$ cat src/verilog/dcache_cfg.svh
`ifndef DCACHE_CFG_SVH
`define DCACHE_CFG_SVH

// --------------------------------------------------------------------------
// address and data widths
// --------------------------------------------------------------------------
// byte address width
`define DC_ADDR_W 32
// core word and its byte enables
`define DC_WORD_W 64
`define DC_BE_W 8
// one line holds two words
`define DC_LINE_W 128

// --------------------------------------------------------------------------
// geometry
// --------------------------------------------------------------------------
`define DC_WAYS 2
`define DC_SETS 16
`define DC_INDEX_W 4
// byte offset within a line, word select is its upper part
`define DC_OFFSET_W 4
`define DC_WORD_SEL_W 1
// address bits above index and offset
`define DC_TAG_W 24

// addresses with this bit set bypass the cache
`define DC_UNCACHED_BIT 31

`endif
$ cat src/verilog/dcache_pkg.sv
`default_nettype none

`include "dcache_cfg.svh"

package dcache_pkg;

    // one bit per way, used one-hot for hit and victim
    typedef logic [`DC_WAYS-1:0] way_vec_t;

    // a full cache line
    typedef logic [`DC_LINE_W-1:0] line_t;

    // --------------------------------------------------------------------------
    // core side
    // --------------------------------------------------------------------------
    typedef struct packed {
        logic [`DC_ADDR_W-1:0] addr;
        // high for a store
        logic                  we;
        logic [`DC_BE_W-1:0]   be;
        logic [`DC_WORD_W-1:0] wdata;
    } core_req_t;

    // zero for stores
    typedef struct packed {
        logic [`DC_WORD_W-1:0] rdata;
    } core_rsp_t;

    // --------------------------------------------------------------------------
    // memory side
    // --------------------------------------------------------------------------
    typedef enum logic [1:0] {
        MEM_READ_LINE,
        MEM_READ_WORD,
        MEM_WRITE_WORD
    } mem_op_e;

    // line-aligned addr for line reads, word-aligned otherwise
    typedef struct packed {
        mem_op_e               op;
        logic [`DC_ADDR_W-1:0] addr;
        logic [`DC_BE_W-1:0]   be;
        logic [`DC_WORD_W-1:0] wdata;
    } mem_req_t;

    // controller states
    typedef enum logic [1:0] {
        IDLE,
        LOOKUP,
        MEM_REQ,
        MEM_WAIT
    } ctrl_state_e;

endpackage

`default_nettype wire

$ cat src/verilog/dcache_top.sv
`timescale 1ns/1ns
`default_nettype none

`include "dcache_cfg.svh"

module dcache_top (
    input  wire                         clk_i,
    input  wire                         rst_ni,
    // core side
    input  wire                         core_req_valid_i,
    output logic                        core_req_ready_o,
    input  wire dcache_pkg::core_req_t  core_req_i,
    output logic                        core_rsp_valid_o,
    output dcache_pkg::core_rsp_t       core_rsp_o,
    // memory side
    output logic                        mem_req_valid_o,
    input  wire                         mem_req_ready_i,
    output dcache_pkg::mem_req_t        mem_req_o,
    input  wire                         mem_rsp_valid_i,
    input  wire dcache_pkg::line_t      mem_rsp_data_i
);

    import dcache_pkg::*;

    // --------------------------------------------------------------------------
    // controller to store wiring
    // --------------------------------------------------------------------------
    logic [`DC_INDEX_W-1:0]    index;
    logic [`DC_TAG_W-1:0]      tag;
    way_vec_t                  hit_way;
    way_vec_t                  victim_way;
    line_t [`DC_WAYS-1:0]      way_lines;
    logic                      fill;
    line_t                     fill_line;
    logic                      store;
    logic [`DC_WORD_SEL_W-1:0] word_sel;
    logic [`DC_WORD_W-1:0]     wdata;
    logic [`DC_BE_W-1:0]       be;

    dcache_ctrl i_ctrl (
        .clk_i            (clk_i),
        .rst_ni           (rst_ni),
        .core_req_valid_i (core_req_valid_i),
        .core_req_ready_o (core_req_ready_o),
        .core_req_i       (core_req_i),
        .core_rsp_valid_o (core_rsp_valid_o),
        .core_rsp_o       (core_rsp_o),
        .mem_req_valid_o  (mem_req_valid_o),
        .mem_req_ready_i  (mem_req_ready_i),
        .mem_req_o        (mem_req_o),
        .mem_rsp_valid_i  (mem_rsp_valid_i),
        .mem_rsp_data_i   (mem_rsp_data_i),
        .index_o          (index),
        .tag_o            (tag),
        .hit_way_i        (hit_way),
        .way_lines_i      (way_lines),
        .fill_o           (fill),
        .fill_line_o      (fill_line),
        .store_o          (store),
        .word_sel_o       (word_sel),
        .wdata_o          (wdata),
        .be_o             (be)
    );

    // tags and data are looked up side by side with the same index
    dcache_tag_store i_tag_store (
        .clk_i        (clk_i),
        .rst_ni       (rst_ni),
        .index_i      (index),
        .tag_i        (tag),
        .fill_i       (fill),
        .hit_way_o    (hit_way),
        .victim_way_o (victim_way)
    );

    // refill lands in the victim way, stores in the hit way
    dcache_data_store i_data_store (
        .clk_i       (clk_i),
        .index_i     (index),
        .fill_i      (fill),
        .fill_way_i  (victim_way),
        .fill_line_i (fill_line),
        .store_i     (store),
        .store_way_i (hit_way),
        .word_sel_i  (word_sel),
        .wdata_i     (wdata),
        .be_i        (be),
        .way_lines_o (way_lines)
    );

endmodule

`default_nettype wire

$ cat src/verilog/dcache_ctrl.sv
`timescale 1ns/1ns
`default_nettype none

`include "dcache_cfg.svh"

module dcache_ctrl (
    input  wire                                   clk_i,
    input  wire                                   rst_ni,
    // core request channel
    input  wire                                   core_req_valid_i,
    output logic                                  core_req_ready_o,
    input  wire dcache_pkg::core_req_t            core_req_i,
    // core response, one pulse per request
    output logic                                  core_rsp_valid_o,
    output dcache_pkg::core_rsp_t                 core_rsp_o,
    // memory request channel
    output logic                                  mem_req_valid_o,
    input  wire                                   mem_req_ready_i,
    output dcache_pkg::mem_req_t                  mem_req_o,
    // memory response
    input  wire                                   mem_rsp_valid_i,
    input  wire dcache_pkg::line_t                mem_rsp_data_i,
    // lookup into both stores
    output logic [`DC_INDEX_W-1:0]                index_o,
    output logic [`DC_TAG_W-1:0]                  tag_o,
    input  wire dcache_pkg::way_vec_t             hit_way_i,
    input  wire dcache_pkg::line_t [`DC_WAYS-1:0] way_lines_i,
    // store updates
    output logic                                  fill_o,
    output dcache_pkg::line_t                     fill_line_o,
    output logic                                  store_o,
    output logic [`DC_WORD_SEL_W-1:0]             word_sel_o,
    output logic [`DC_WORD_W-1:0]                 wdata_o,
    output logic [`DC_BE_W-1:0]                   be_o
);

    import dcache_pkg::*;

    // byte offset bits inside one word
    localparam int unsigned BYTE_OFF_W = `DC_OFFSET_W - `DC_WORD_SEL_W;

    ctrl_state_e           state_q, state_d;
    // captured request, held until the response
    core_req_t             req_q;
    // memory operation picked in LOOKUP
    mem_op_e               op_q, op_d;

    logic                  cacheable;
    logic                  lookup_hit;
    line_t                 hit_line;
    logic [`DC_WORD_W-1:0] hit_word;
    logic [`DC_WORD_W-1:0] refill_word;

    // --------------------------------------------------------------------------
    // address split and store side outputs
    // --------------------------------------------------------------------------
    assign index_o    = req_q.addr[`DC_OFFSET_W +: `DC_INDEX_W];
    assign tag_o      = req_q.addr[`DC_ADDR_W-1 -: `DC_TAG_W];
    assign word_sel_o = req_q.addr[`DC_OFFSET_W-1:BYTE_OFF_W];
    assign wdata_o    = req_q.wdata;
    assign be_o       = req_q.be;
    // refill data goes straight from memory into the victim way
    assign fill_line_o = mem_rsp_data_i;

    assign cacheable  = !req_q.addr[`DC_UNCACHED_BIT];
    assign lookup_hit = cacheable && (|hit_way_i);

    // hit-way data select, hit vector is one-hot
    always_comb begin
        hit_line = '0;
        for (int w = 0; w < `DC_WAYS; w++) begin
            if (hit_way_i[w]) begin
                hit_line = hit_line | way_lines_i[w];
            end
        end
    end

    assign hit_word    = hit_line[word_sel_o*`DC_WORD_W +: `DC_WORD_W];
    assign refill_word = mem_rsp_data_i[word_sel_o*`DC_WORD_W +: `DC_WORD_W];

    // --------------------------------------------------------------------------
    // memory request
    // --------------------------------------------------------------------------
    assign mem_req_valid_o = (state_q == MEM_REQ);

    // payload is built from registers only so it holds under back-pressure
    always_comb begin
        mem_req_o.op    = op_q;
        mem_req_o.be    = req_q.be;
        mem_req_o.wdata = req_q.wdata;
        if (op_q == MEM_READ_LINE) begin
            mem_req_o.addr = {req_q.addr[`DC_ADDR_W-1:`DC_OFFSET_W], {`DC_OFFSET_W{1'b0}}};
        end else begin
            mem_req_o.addr = {req_q.addr[`DC_ADDR_W-1:BYTE_OFF_W], {BYTE_OFF_W{1'b0}}};
        end
    end

    // --------------------------------------------------------------------------
    // control FSM
    // --------------------------------------------------------------------------
    assign core_req_ready_o = (state_q == IDLE);

    always_comb begin
        state_d          = state_q;
        op_d             = op_q;
        core_rsp_valid_o = 1'b0;
        core_rsp_o       = '0;
        store_o          = 1'b0;
        fill_o           = 1'b0;
        case (state_q)
            IDLE: begin
                if (core_req_valid_i) begin
                    state_d = LOOKUP;
                end
            end
            LOOKUP: begin
                if (!req_q.we && lookup_hit) begin
                    // load hit answers right here
                    core_rsp_valid_o = 1'b1;
                    core_rsp_o.rdata = hit_word;
                    state_d          = IDLE;
                end else begin
                    state_d = MEM_REQ;
                    if (req_q.we) begin
                        // write-through, a hit line is updated now
                        op_d    = MEM_WRITE_WORD;
                        store_o = lookup_hit;
                    end else if (cacheable) begin
                        op_d = MEM_READ_LINE;
                    end else begin
                        op_d = MEM_READ_WORD;
                    end
                end
            end
            MEM_REQ: begin
                if (mem_req_ready_i) begin
                    state_d = MEM_WAIT;
                end
            end
            MEM_WAIT: begin
                if (mem_rsp_valid_i) begin
                    core_rsp_valid_o = 1'b1;
                    state_d          = IDLE;
                    case (op_q)
                        MEM_READ_LINE: begin
                            // allocate and return the requested word
                            core_rsp_o.rdata = refill_word;
                            fill_o           = 1'b1;
                        end
                        MEM_READ_WORD: core_rsp_o.rdata = mem_rsp_data_i[`DC_WORD_W-1:0];
                        default:       core_rsp_o.rdata = '0;
                    endcase
                end
            end
            default: state_d = IDLE;
        endcase
    end

    always_ff @(posedge clk_i or negedge rst_ni) begin
        if (!rst_ni) begin
            state_q <= IDLE;
        end else begin
            state_q <= state_d;
        end
    end

    // request capture at acceptance
    always_ff @(posedge clk_i) begin
        if (core_req_valid_i && core_req_ready_o) begin
            req_q <= core_req_i;
        end
        op_q <= op_d;
    end

endmodule

`default_nettype wire

$ cat src/verilog/dcache_data_store.sv
`timescale 1ns/1ns
`default_nettype none

`include "dcache_cfg.svh"

module dcache_data_store (
    input  wire                                   clk_i,
    input  wire [`DC_INDEX_W-1:0]                 index_i,
    // line refill
    input  wire                                   fill_i,
    input  wire dcache_pkg::way_vec_t             fill_way_i,
    input  wire dcache_pkg::line_t                fill_line_i,
    // word store into a hit line
    input  wire                                   store_i,
    input  wire dcache_pkg::way_vec_t             store_way_i,
    input  wire [`DC_WORD_SEL_W-1:0]              word_sel_i,
    input  wire [`DC_WORD_W-1:0]                  wdata_i,
    input  wire [`DC_BE_W-1:0]                    be_i,
    // all ways of the indexed set
    output dcache_pkg::line_t [`DC_WAYS-1:0]      way_lines_o
);

    import dcache_pkg::*;

    // line storage, flop based
    line_t lines_q [`DC_SETS][`DC_WAYS];

    // combinational read of every way in the set
    always_comb begin
        for (int w = 0; w < `DC_WAYS; w++) begin
            way_lines_o[w] = lines_q[index_i][w];
        end
    end

    // --------------------------------------------------------------------------
    // write port
    // --------------------------------------------------------------------------
    always_ff @(posedge clk_i) begin
        for (int w = 0; w < `DC_WAYS; w++) begin
            if (fill_i && fill_way_i[w]) begin
                // whole line from memory
                lines_q[index_i][w] <= fill_line_i;
            end else if (store_i && store_way_i[w]) begin
                // only enabled bytes of the selected word change
                for (int b = 0; b < `DC_BE_W; b++) begin
                    if (be_i[b]) begin
                        lines_q[index_i][w][word_sel_i*`DC_WORD_W + b*8 +: 8] <=
                            wdata_i[b*8 +: 8];
                    end
                end
            end
        end
    end

endmodule

`default_nettype wire

$ cat src/verilog/dcache_tag_store.sv
`timescale 1ns/1ns
`default_nettype none

`include "dcache_cfg.svh"

module dcache_tag_store (
    input  wire                         clk_i,
    input  wire                         rst_ni,
    // lookup and fill use the same captured index and tag
    input  wire [`DC_INDEX_W-1:0]       index_i,
    input  wire [`DC_TAG_W-1:0]         tag_i,
    input  wire                         fill_i,
    output dcache_pkg::way_vec_t        hit_way_o,
    output dcache_pkg::way_vec_t        victim_way_o
);

    import dcache_pkg::*;

    // tag array, flop based
    logic [`DC_TAG_W-1:0] tags_q [`DC_SETS][`DC_WAYS];
    // valid bits per set
    way_vec_t             valid_q [`DC_SETS];
    // round-robin pointer per set, selects the next way to replace
    logic [`DC_SETS-1:0]  victim_q;

    // --------------------------------------------------------------------------
    // parallel hit compare
    // --------------------------------------------------------------------------
    always_comb begin
        for (int w = 0; w < `DC_WAYS; w++) begin
            // a way hits only when valid and the tags agree
            hit_way_o[w] = valid_q[index_i][w] && (tags_q[index_i][w] == tag_i);
        end
    end

    // pointer bit turned into a one-hot way vector
    assign victim_way_o = way_vec_t'(1) << victim_q[index_i];

    // --------------------------------------------------------------------------
    // valid and victim state
    // --------------------------------------------------------------------------
    always_ff @(posedge clk_i or negedge rst_ni) begin
        if (!rst_ni) begin
            for (int s = 0; s < `DC_SETS; s++) begin
                valid_q[s] <= '0;
            end
            victim_q <= '0;
        end else if (fill_i) begin
            // refilled way becomes valid
            valid_q[index_i]  <= valid_q[index_i] | victim_way_o;
            // other way is next in line
            victim_q[index_i] <= ~victim_q[index_i];
        end
    end

    // tag write into the victim way on refill
    always_ff @(posedge clk_i) begin
        for (int w = 0; w < `DC_WAYS; w++) begin
            if (fill_i && victim_way_o[w]) begin
                tags_q[index_i][w] <= tag_i;
            end
        end
    end

endmodule

`default_nettype wire

$ cat config.mk
export PLATFORM = sky130hd
export DESIGN_NAME = dcache_top
export DESIGN_NICKNAME = d
export VERILOG_FILES = /design/src/verilog/dcache_pkg.sv /design/src/verilog/dcache_top.sv /design/src/verilog/dcache_ctrl.sv /design/src/verilog/dcache_data_store.sv /design/src/verilog/dcache_tag_store.sv
export VERILOG_INCLUDE_DIRS = /design/src /design/src/verilog
export SDC_FILE = /design/constraint.sdc
export NUM_CORES = 2
export LEC_CHECK = 0
export BUFFER_PORTS_ARGS = -buffer_cell sky130_fd_sc_hd__buf_2
export CAP_MARGIN = 15
export CORE_MARGIN = 5
export CORE_UTILIZATION = 48
export CTS_CLUSTER_SIZE = 8
export DETAILED_ROUTE_END_ITERATION = 6
export GPL_TIMING_DRIVEN = 1
export SYNTH_ARGS = -nofsm -noshare
export SYNTH_HDL_FRONTEND = slang
export SYNTH_HIERARCHICAL = 1
export SYNTH_MEMORY_MAX_BITS = 65536
export SYNTH_SLANG_ARGS = --single-unit
$ cat constraint.sdc
create_clock -name clk_i -period 6.96 [get_ports clk_i]
set_input_delay 0.696 -clock clk_i [delete_from_list [all_inputs] [get_ports clk_i]]
set_output_delay 0.696 -clock clk_i [all_outputs]
set_load 0.02 [all_outputs]
After elaboration in Yosys (flattened, before gate mapping)

Memories as Yosys holds them, arrays and structs flattened. A register that Yosys moved wholly into a read port is not among the register bits.
Cells that the tools add are included.

Register bits after elaboration: 157
Word-level logic and storage cells: 4286
Memory bits (writable): 4864
Memories kept: 2
Latch bits: 0
Bits in read-only memories: 0
Output and inout port bits: 173

Memory list:

| memory               | words | width | rd ports | clocked after memory_dff | wr ports | RTL line                | source |
|---|---|---|---|---|---|---|---|
| i_data_store.lines_q | 16    | 256   | 1        | 1                        | 1        | dcache_data_store.sv:26 | `` line_t lines_q [`DC_SETS][`DC_WAYS]; `` |
| i_tag_store.tags_q   | 16    | 48    | 1        | 1                        | 1        | dcache_tag_store.sv:20  | `` logic [`DC_TAG_W-1:0] tags_q [`DC_SETS][`DC_WAYS]; `` |

Bitwise logic cells: 2053
Multipliers: 0
Shift operators: 19
Order comparisons: 4
Reduce and logical (&&, ||, !) cells: 18
Multiplexer cells: 2143
Div/mod/pow operators: 0
$add $sub $neg: 15
Eq/ne operators: 9

Operators with widths:

| cell                                                    | count |
|---|---|
| two-way mux 128 bit                                     | 18 |
| two-way mux 1 bit                                       | 2103 |
| OR 1 bit                                                | 2048 |
| variable shift 8 x 34 -> 128 bit (first input constant) | 8 |
| variable part select 8 x 34 -> 128 bit                  | 8 |
| case mux 64 bit (2 select lines)                        | 2 |
| variable part select 128 x 8 -> 64 bit                  | 2 |
| negation 32 -> 34 bit                                   | 7 |
| two-way mux 64 bit                                      | 2 |
| OR 128 bit                                              | 1 |
| equality test 24 bit                                    | 2 |
| negation 7 -> 34 bit                                    | 1 |
| adder 7 x 6 -> 8 bit (second input constant)            | 4 |
| bitwise mux 32 bit                                      | 1 |
| adder 7 x 5 -> 8 bit (second input constant)            | 2 |
| bitwise mux 16 bit                                      | 1 |
| two-way mux 2 bit                                       | 7 |
| two-way mux 4 bit                                       | 3 |
| logical AND 1 bit                                       | 11 |
| adder 7 x 4 -> 8 bit (second input constant)            | 1 |
| binary-select mux 2 bit (select 4 bit)                  | 1 |
| demux 2 bit (select 4 bit)                              | 1 |
| case mux 2 bit (4 select lines)                         | 1 |
| >= comparator 5 bit (second input constant)             | 1 |
| other kinds (19)                                        | 25 |

Logic depth before layout (Yosys ltp)

Word-level depth: 22
Gate-level depth with buffers: 22

Cells and area by module

Netlist, hierarchy kept.

By module, submodules not included:

| module            | cells each | area each (µm²) | instances |
|---|---|---|---|
| dcache_data_store | 7207       | 158419.4        | 1 |
| dcache_tag_store  | 1586       | 32552.5         | 1 |
| dcache_ctrl       | 781        | 8949.8          | 1 |

Worst setup path before layout

No wires, ideal clock.

Path type: reg2reg
Start: register i_ctrl.req_q, in the netlist i_ctrl/index_o[1]
End: memory i_data_store/lines_q[11][184] (netlist bit), enable pin
Data arrival time: 4.716 ns
Path slack: 1.874 ns
Stages on the path, launching flop included: 20
Buffers on the path: 7
Cell sequence: edfxtp_1 -> buf_4 -> buf_4 -> buf_4 -> buf_4 -> mux4_2 -> a2bb2oi_1 -> o221ai_1 -> nor4_1 -> o32ai_1 -> or4_1 -> a2111oi_2 -> o21bai_2 -> nor3_1 -> clkbuf_1 -> and3b_1 -> clkbuf_1 -> a21oi_1 -> buf_2 -> nor2_1

Word-level cells in the longest chain between the ends: 22

Ends and longest elaborated chain:

| element                                                 | RTL line                               | source |
|---|---|---|
| start, declared                                         | dcache_ctrl.sv:44                      | `core_req_t req_q;` |
| start signal, assigned                                  | dcache_ctrl.sv:170                     | `req_q <= core_req_i;` |
| inverter 4 -> 5 bit (implied by the code) *             | dcache_tag_store.sv:32                 | `hit_way_o[w] = valid_q[index_i][w] && (tags_q[index_i][w] == tag_i);` |
| binary-select mux 2 bit (select 4 bit) *                | dcache_tag_store.sv:32                 |  |
| two-way mux 2 bit (implied by the code) * (2 in series) | dcache_tag_store.sv:32                 |  |
| logical AND 1 bit *                                     | dcache_tag_store.sv:32                 |  |
| via hit_way[0]                                          | dcache_top.sv:30                       | `way_vec_t hit_way;` |
| OR reduction 2 bit *                                    | dcache_ctrl.sv:66                      | `assign lookup_hit = cacheable && (\|hit_way_i);` |
| logical AND 1 bit *                                     | dcache_ctrl.sv:66                      |  |
| two-way mux 1 bit or logical AND 1 bit (tied branches)  | dcache_ctrl.sv:124, dcache_ctrl.sv:117 |  |
| two-way mux 1 bit *                                     | dcache_ctrl.sv:117                     | `if (!req_q.we && lookup_hit) begin` |
| two-way mux 1 bit *                                     | dcache_ctrl.sv:110                     | `case (state_q)` |
| via store                                               | dcache_top.sv:35                       | `logic store;` |
| logical AND 1 bit *                                     | dcache_data_store.sv:43                | `end else if (store_i && store_way_i[w]) begin` |
| two-way mux 1 bit                                       | dcache_data_store.sv:43                |  |
| two-way mux 1 bit                                       | dcache_data_store.sv:40                | `if (fill_i && fill_way_i[w]) begin` |
| two-way mux 128 bit                                     | dcache_data_store.sv:47                | `` lines_q[index_i][w][word_sel_i*`DC_WORD_W + b*8 +: 8] <= `` |
| OR 1 bit (no line) (7 in series)                        | n/a                                    |  |
| OR 1 bit (no line) *                                    | n/a                                    |  |
| end, declared                                           | dcache_data_store.sv:26                |  |

The timed path passes the listed nets; every way through them passes the cells marked *. The select of a mux whose other input is x is not followed.

==> reports/metrics.yaml <==
clock_tree:
  insertion_delay_to_the_later_sink_of_the_worst_skew_pair_ns: 1.05
  clockRootBuffer: "sky130_fd_sc_hd__clkbuf_16"
  cts_tree: "yes"
  cts_num_sinks: 5018
  htree_levels: 6
  clk_transition_reported_paths_ns: 0.05
  ctsLongestPathBuffers: 4
  cts_made_buffers: 698
layout:
  finalNetCount: 11000
  drive_gt1_share_pct: 34.0
  utilization_pct: 55.7
  flow.area_growth_from_synthesis_pct: 15.8
  fillers: 30900
sta:
  skew_ns: 0.0694
  timing.final.ws_setup_ns: 0.00788
  maxSlewHeadroom_pct: 19.6
  report.final.setup_viol: 0
  rsz_0062_raised_after_global_routing: "true"
  maxClockFrequency_ghz: 0.144
  final_min_period_over_clock_period_pct: 99.9
  final_hold_viol_count: 0
  maxSlewViolCount: 0
  worst_pin_slew_ns: 1.21
  layout_min_cycle_time_ns: 6.95
setup_path:
  worstSetupPathType: "flop to primary output"
  path_delay_family: "compound AO/OA/AOI/OAI gates"
  startpoint: "i_ctrl/index_o[3]"
  cp.arrival_ns: 6.26
  critical_path.endpoint_type: "primary output"
  critical_path.startpoint_type: "flop"
  worst-path-max-fanout: 77
  critical-path-slowest-cell: "sky130_fd_sc_hd__or4_1"
  reg2reg_from: "i_ctrl/index_o[0]"
  r2r_slack_ns: 0.70
  worst-r2r-cell-count: 18
  crit_required_ns: 6.26
  critical_path.cell_chain: "buf_12, buf_4, mux4_2, mux2i_1, o2bb2ai_1, a2111oi_2, a21oi_1, or4_1, a2111oi_4, buf_4, buf_12, a221oi_1, o32ai_2, buf_2"
  reg2reg_to: "i_data_store/lines_q[14][81]"
  max_stage_delay_ns: 0.54
  critPathBufInv: 5
power:
  p_int_w: 0.0549
  vdd_ir_drop_max_v: 0.000268
  switchingPower_w: 0.0173
  power_frac_comb_pct: 11.6
  power.clock.fraction_pct: 41.1
  pwr-share-seq_pct: 47.3
  power_density_mw_per_mm2: 312
  cellLeakagePower_nw: 75.4
  p_sw_share_pct: 23.9
yosys:
  synthesis.yosys.warnings: 6
  synthArstFlopShare_pct: 0.996
  seq_area_frac_synth_pct: 75.2
  synth.area.top_cells: "sky130_fd_sc_hd__edfxtp_1, sky130_fd_sc_hd__mux4_2, sky130_fd_sc_hd__a22oi_1"
  synth_largest_type_area_fraction_pct: 74.6
  syn_inst: 9574
  avgSynthCellArea_um2: 20.9
  synth_enable_flop_cells: 4968
  postSynthRegisterBits: 5018
  synth-main-ff-cell: "sky130_fd_sc_hd__edfxtp_1"
  synth.largest_area_cell: "sky130_fd_sc_hd__edfxtp_1"
  yosysUniqueCellTypes: 72
  syn_area_mm2: 0.200
route:
  wl_per_cell_um: 32.2
  firstDrtPassIters: 7
  detail_route.vias_per_cell: 6.19
  vias: 101000
  initialDrtViolationCount: 10700
  drt_wl_total_um: 528000
  postRouteAntennaNets: 0
  route.detailed.drc: 13
global_routing:
  grt_util_all_layers_pct: 24.2
  grt_antenna_before_repair: 30
  first_global_vias: 105000
  grt_remaining_overflow: 0
  grt_start_max_net_pins: 152
  grt_pass1_wl_um: 749000
floorplanning:
  die_height_um: 655
  die-area_mm2: 0.430
  die_width_um: 655
  design.portCount: 411
  placement_rows: 237
  initial_core_util_pct: 48.1
  core-area_mm2: 0.416
placement:
  gp_congestion: 0.842
  port_buffers: 404
  dp_worst_setup_slack_ns: 0.562
  post-dp-hpwl_um: 328000
worst_hold_path:
  holdPathStages: 2
  min_delay_src: "mem_rsp_data_i[23]"
  holdPathEnd: "i_data_store/lines_q[14][23]"
  hold_path.class: "primary input to flop"
flow_run:
  max_cap_viol_count: 0
outcome:
  outcome: "finished with violations"
  failing_checks: "design-rule violations"
==> cell usage after synthesis, types with 29 or more instances <==
| cell | instances |
|---|---|
| sky130_fd_sc_hd__nor3_1 | 29 |
| sky130_fd_sc_hd__a22oi_1 | 527 |
| sky130_fd_sc_hd__buf_1 | 64 |
| sky130_fd_sc_hd__mux4_2 | 1205 |
| sky130_fd_sc_hd__nor2_1 | 617 |
| sky130_fd_sc_hd__clkbuf_1 | 274 |
| sky130_fd_sc_hd__nand2_1 | 304 |
| sky130_fd_sc_hd__edfxtp_1 | 4968 |
| sky130_fd_sc_hd__mux2_2 | 265 |
| sky130_fd_sc_hd__buf_2 | 157 |
| sky130_fd_sc_hd__mux2i_1 | 123 |
| sky130_fd_sc_hd__buf_4 | 360 |
| sky130_fd_sc_hd__o32ai_2 | 60 |
| sky130_fd_sc_hd__a21oi_1 | 75 |
| sky130_fd_sc_hd__xnor2_1 | 36 |
| sky130_fd_sc_hd__a221oi_1 | 135 |
| sky130_fd_sc_hd__nand3_1 | 42 |
| sky130_fd_sc_hd__dfrtp_1 | 50 |
| sky130_fd_sc_hd__buf_6 | 55 |
==> power by group through the flow <==
stage | registers [W] | clock network (W) | logic (W)
2_1_floorplan | 0.0344 | 0 | 0.00567
3_3_place_gp | 0.0347 | 0 | 0.00813
3_5_place_dp | 0.0347 | 0 | 0.00824
4_1_cts | 0.0342 | 0.0302 | 0.00839
5_1_grt | 0.0341 | 0.0316 | 0.00883
6_report | 0.0342 | 0.0297 | 0.00837
==> worst max-delay path by stage <==
stage | end | slack (ns) | cells after the start
floorplan | i_data_store/lines_q[11][184] | 1.87 | 19
global placement | i_data_store/lines_q[6][49] | 0.63 | 17
detailed placement | i_data_store/lines_q[11][32] | 0.56 | 18
CTS | core_rsp_o[31] | 0.003 | 15
global route | core_rsp_o[13] | -0.02 | 16
finish | core_rsp_o[41] | 0.008 | 14
==> cells by family after synthesis <==
group / count (synthesis) / share of synthesized area [%]
buf+inv: 951 / 2.87
simple gates: 1055 / 2.12
xor+xnor: 39 / 0.171
other cells: 1 / 0.00188
flops: 5018 / 75.2
mux: 1616 / 16.0
compound gates: 894 / 3.60
==> timing repair <==
action	4_1_cts	5_1_grt
endpoints found under the hold margin	154	0
gates resized for setup	17	29
cloned	5	2
endpoints found under the setup margin	64	58
setup buffers	8	0
pin swaps	6	5
hold buffers	105	0
==> state kept, by name, indices dropped and copies added (netlist names), named ones only <==
name                  flops
i_ctrl/be_o               8
i_ctrl/index_o            4
i_ctrl/op_q               2
i_ctrl/req_q              1
i_ctrl/state_q            1
i_ctrl/tag_o             24
i_ctrl/wdata_o           64
i_ctrl/word_sel_o         1
i_data_store/lines_q   4096
i_tag_store/tags_q      768
i_tag_store/valid_q      32
i_tag_store/victim_q     16
==> area by class of cell <==
cell class | instances | area (um2) | share of cell area [%]
Timing Repair Buffer | 1424 | 11000 | 4.74
Multi-Input combinational cell | 3608 | 44400 | 19.2
Clock buffer | 746 | 17900 | 7.74
Antenna cell | 15 | 37.5 | 0.0162
Tap cell | 5497 | 6880 | 2.97
Clock inverter | 47 | 686 | 0.296
Inverter | 27 | 105 | 0.0454
Sequential cell | 5018 | 150000 | 65.0
==> cell usage in the layout, fill, tap and decap left out, types with 122 or more instances in the layout <==
master / synthesis / layout
sky130_fd_sc_hd__a221oi_1: 135 / 126
sky130_fd_sc_hd__a22oi_1: 527 / 527
sky130_fd_sc_hd__buf_2: 157 / 401
sky130_fd_sc_hd__buf_4: 360 / 843
sky130_fd_sc_hd__clkbuf_16: 0 / 713
sky130_fd_sc_hd__edfxtp_1: 4968 / 4968
sky130_fd_sc_hd__mux2_2: 265 / 265
sky130_fd_sc_hd__mux2i_1: 123 / 122
sky130_fd_sc_hd__mux4_2: 1205 / 1205
sky130_fd_sc_hd__nand2_1: 304 / 292
sky130_fd_sc_hd__nor2_1: 617 / 608
==> layer usage <==
metal  wire, um  up-vias  global-route usage, %
met5         98        -                      0
met4      22300       16                   9.40
met3      38000     1007                   4.46
met2     263000     4467                   40.1
met1     204000    54100                   32.1
li1           -    41800                      -
==> stage by stage <==
stage               instance area (um2)  cells  setup TNS [ns]  hold WS, ns  power [W]
floorplan                        200000   9576               0        0.400     0.0401
global placement                 211000  15500               0        0.455     0.0428
detailed placement               211000  15500               0        0.470     0.0430
CTS                              231000  16400               0        0.175     0.0728
global route                     231000  16400         -0.0783        0.238     0.0745
finish                           231000  16400               0        0.276     0.0722
Note: power is estimated with default switching activity, not from simulation.
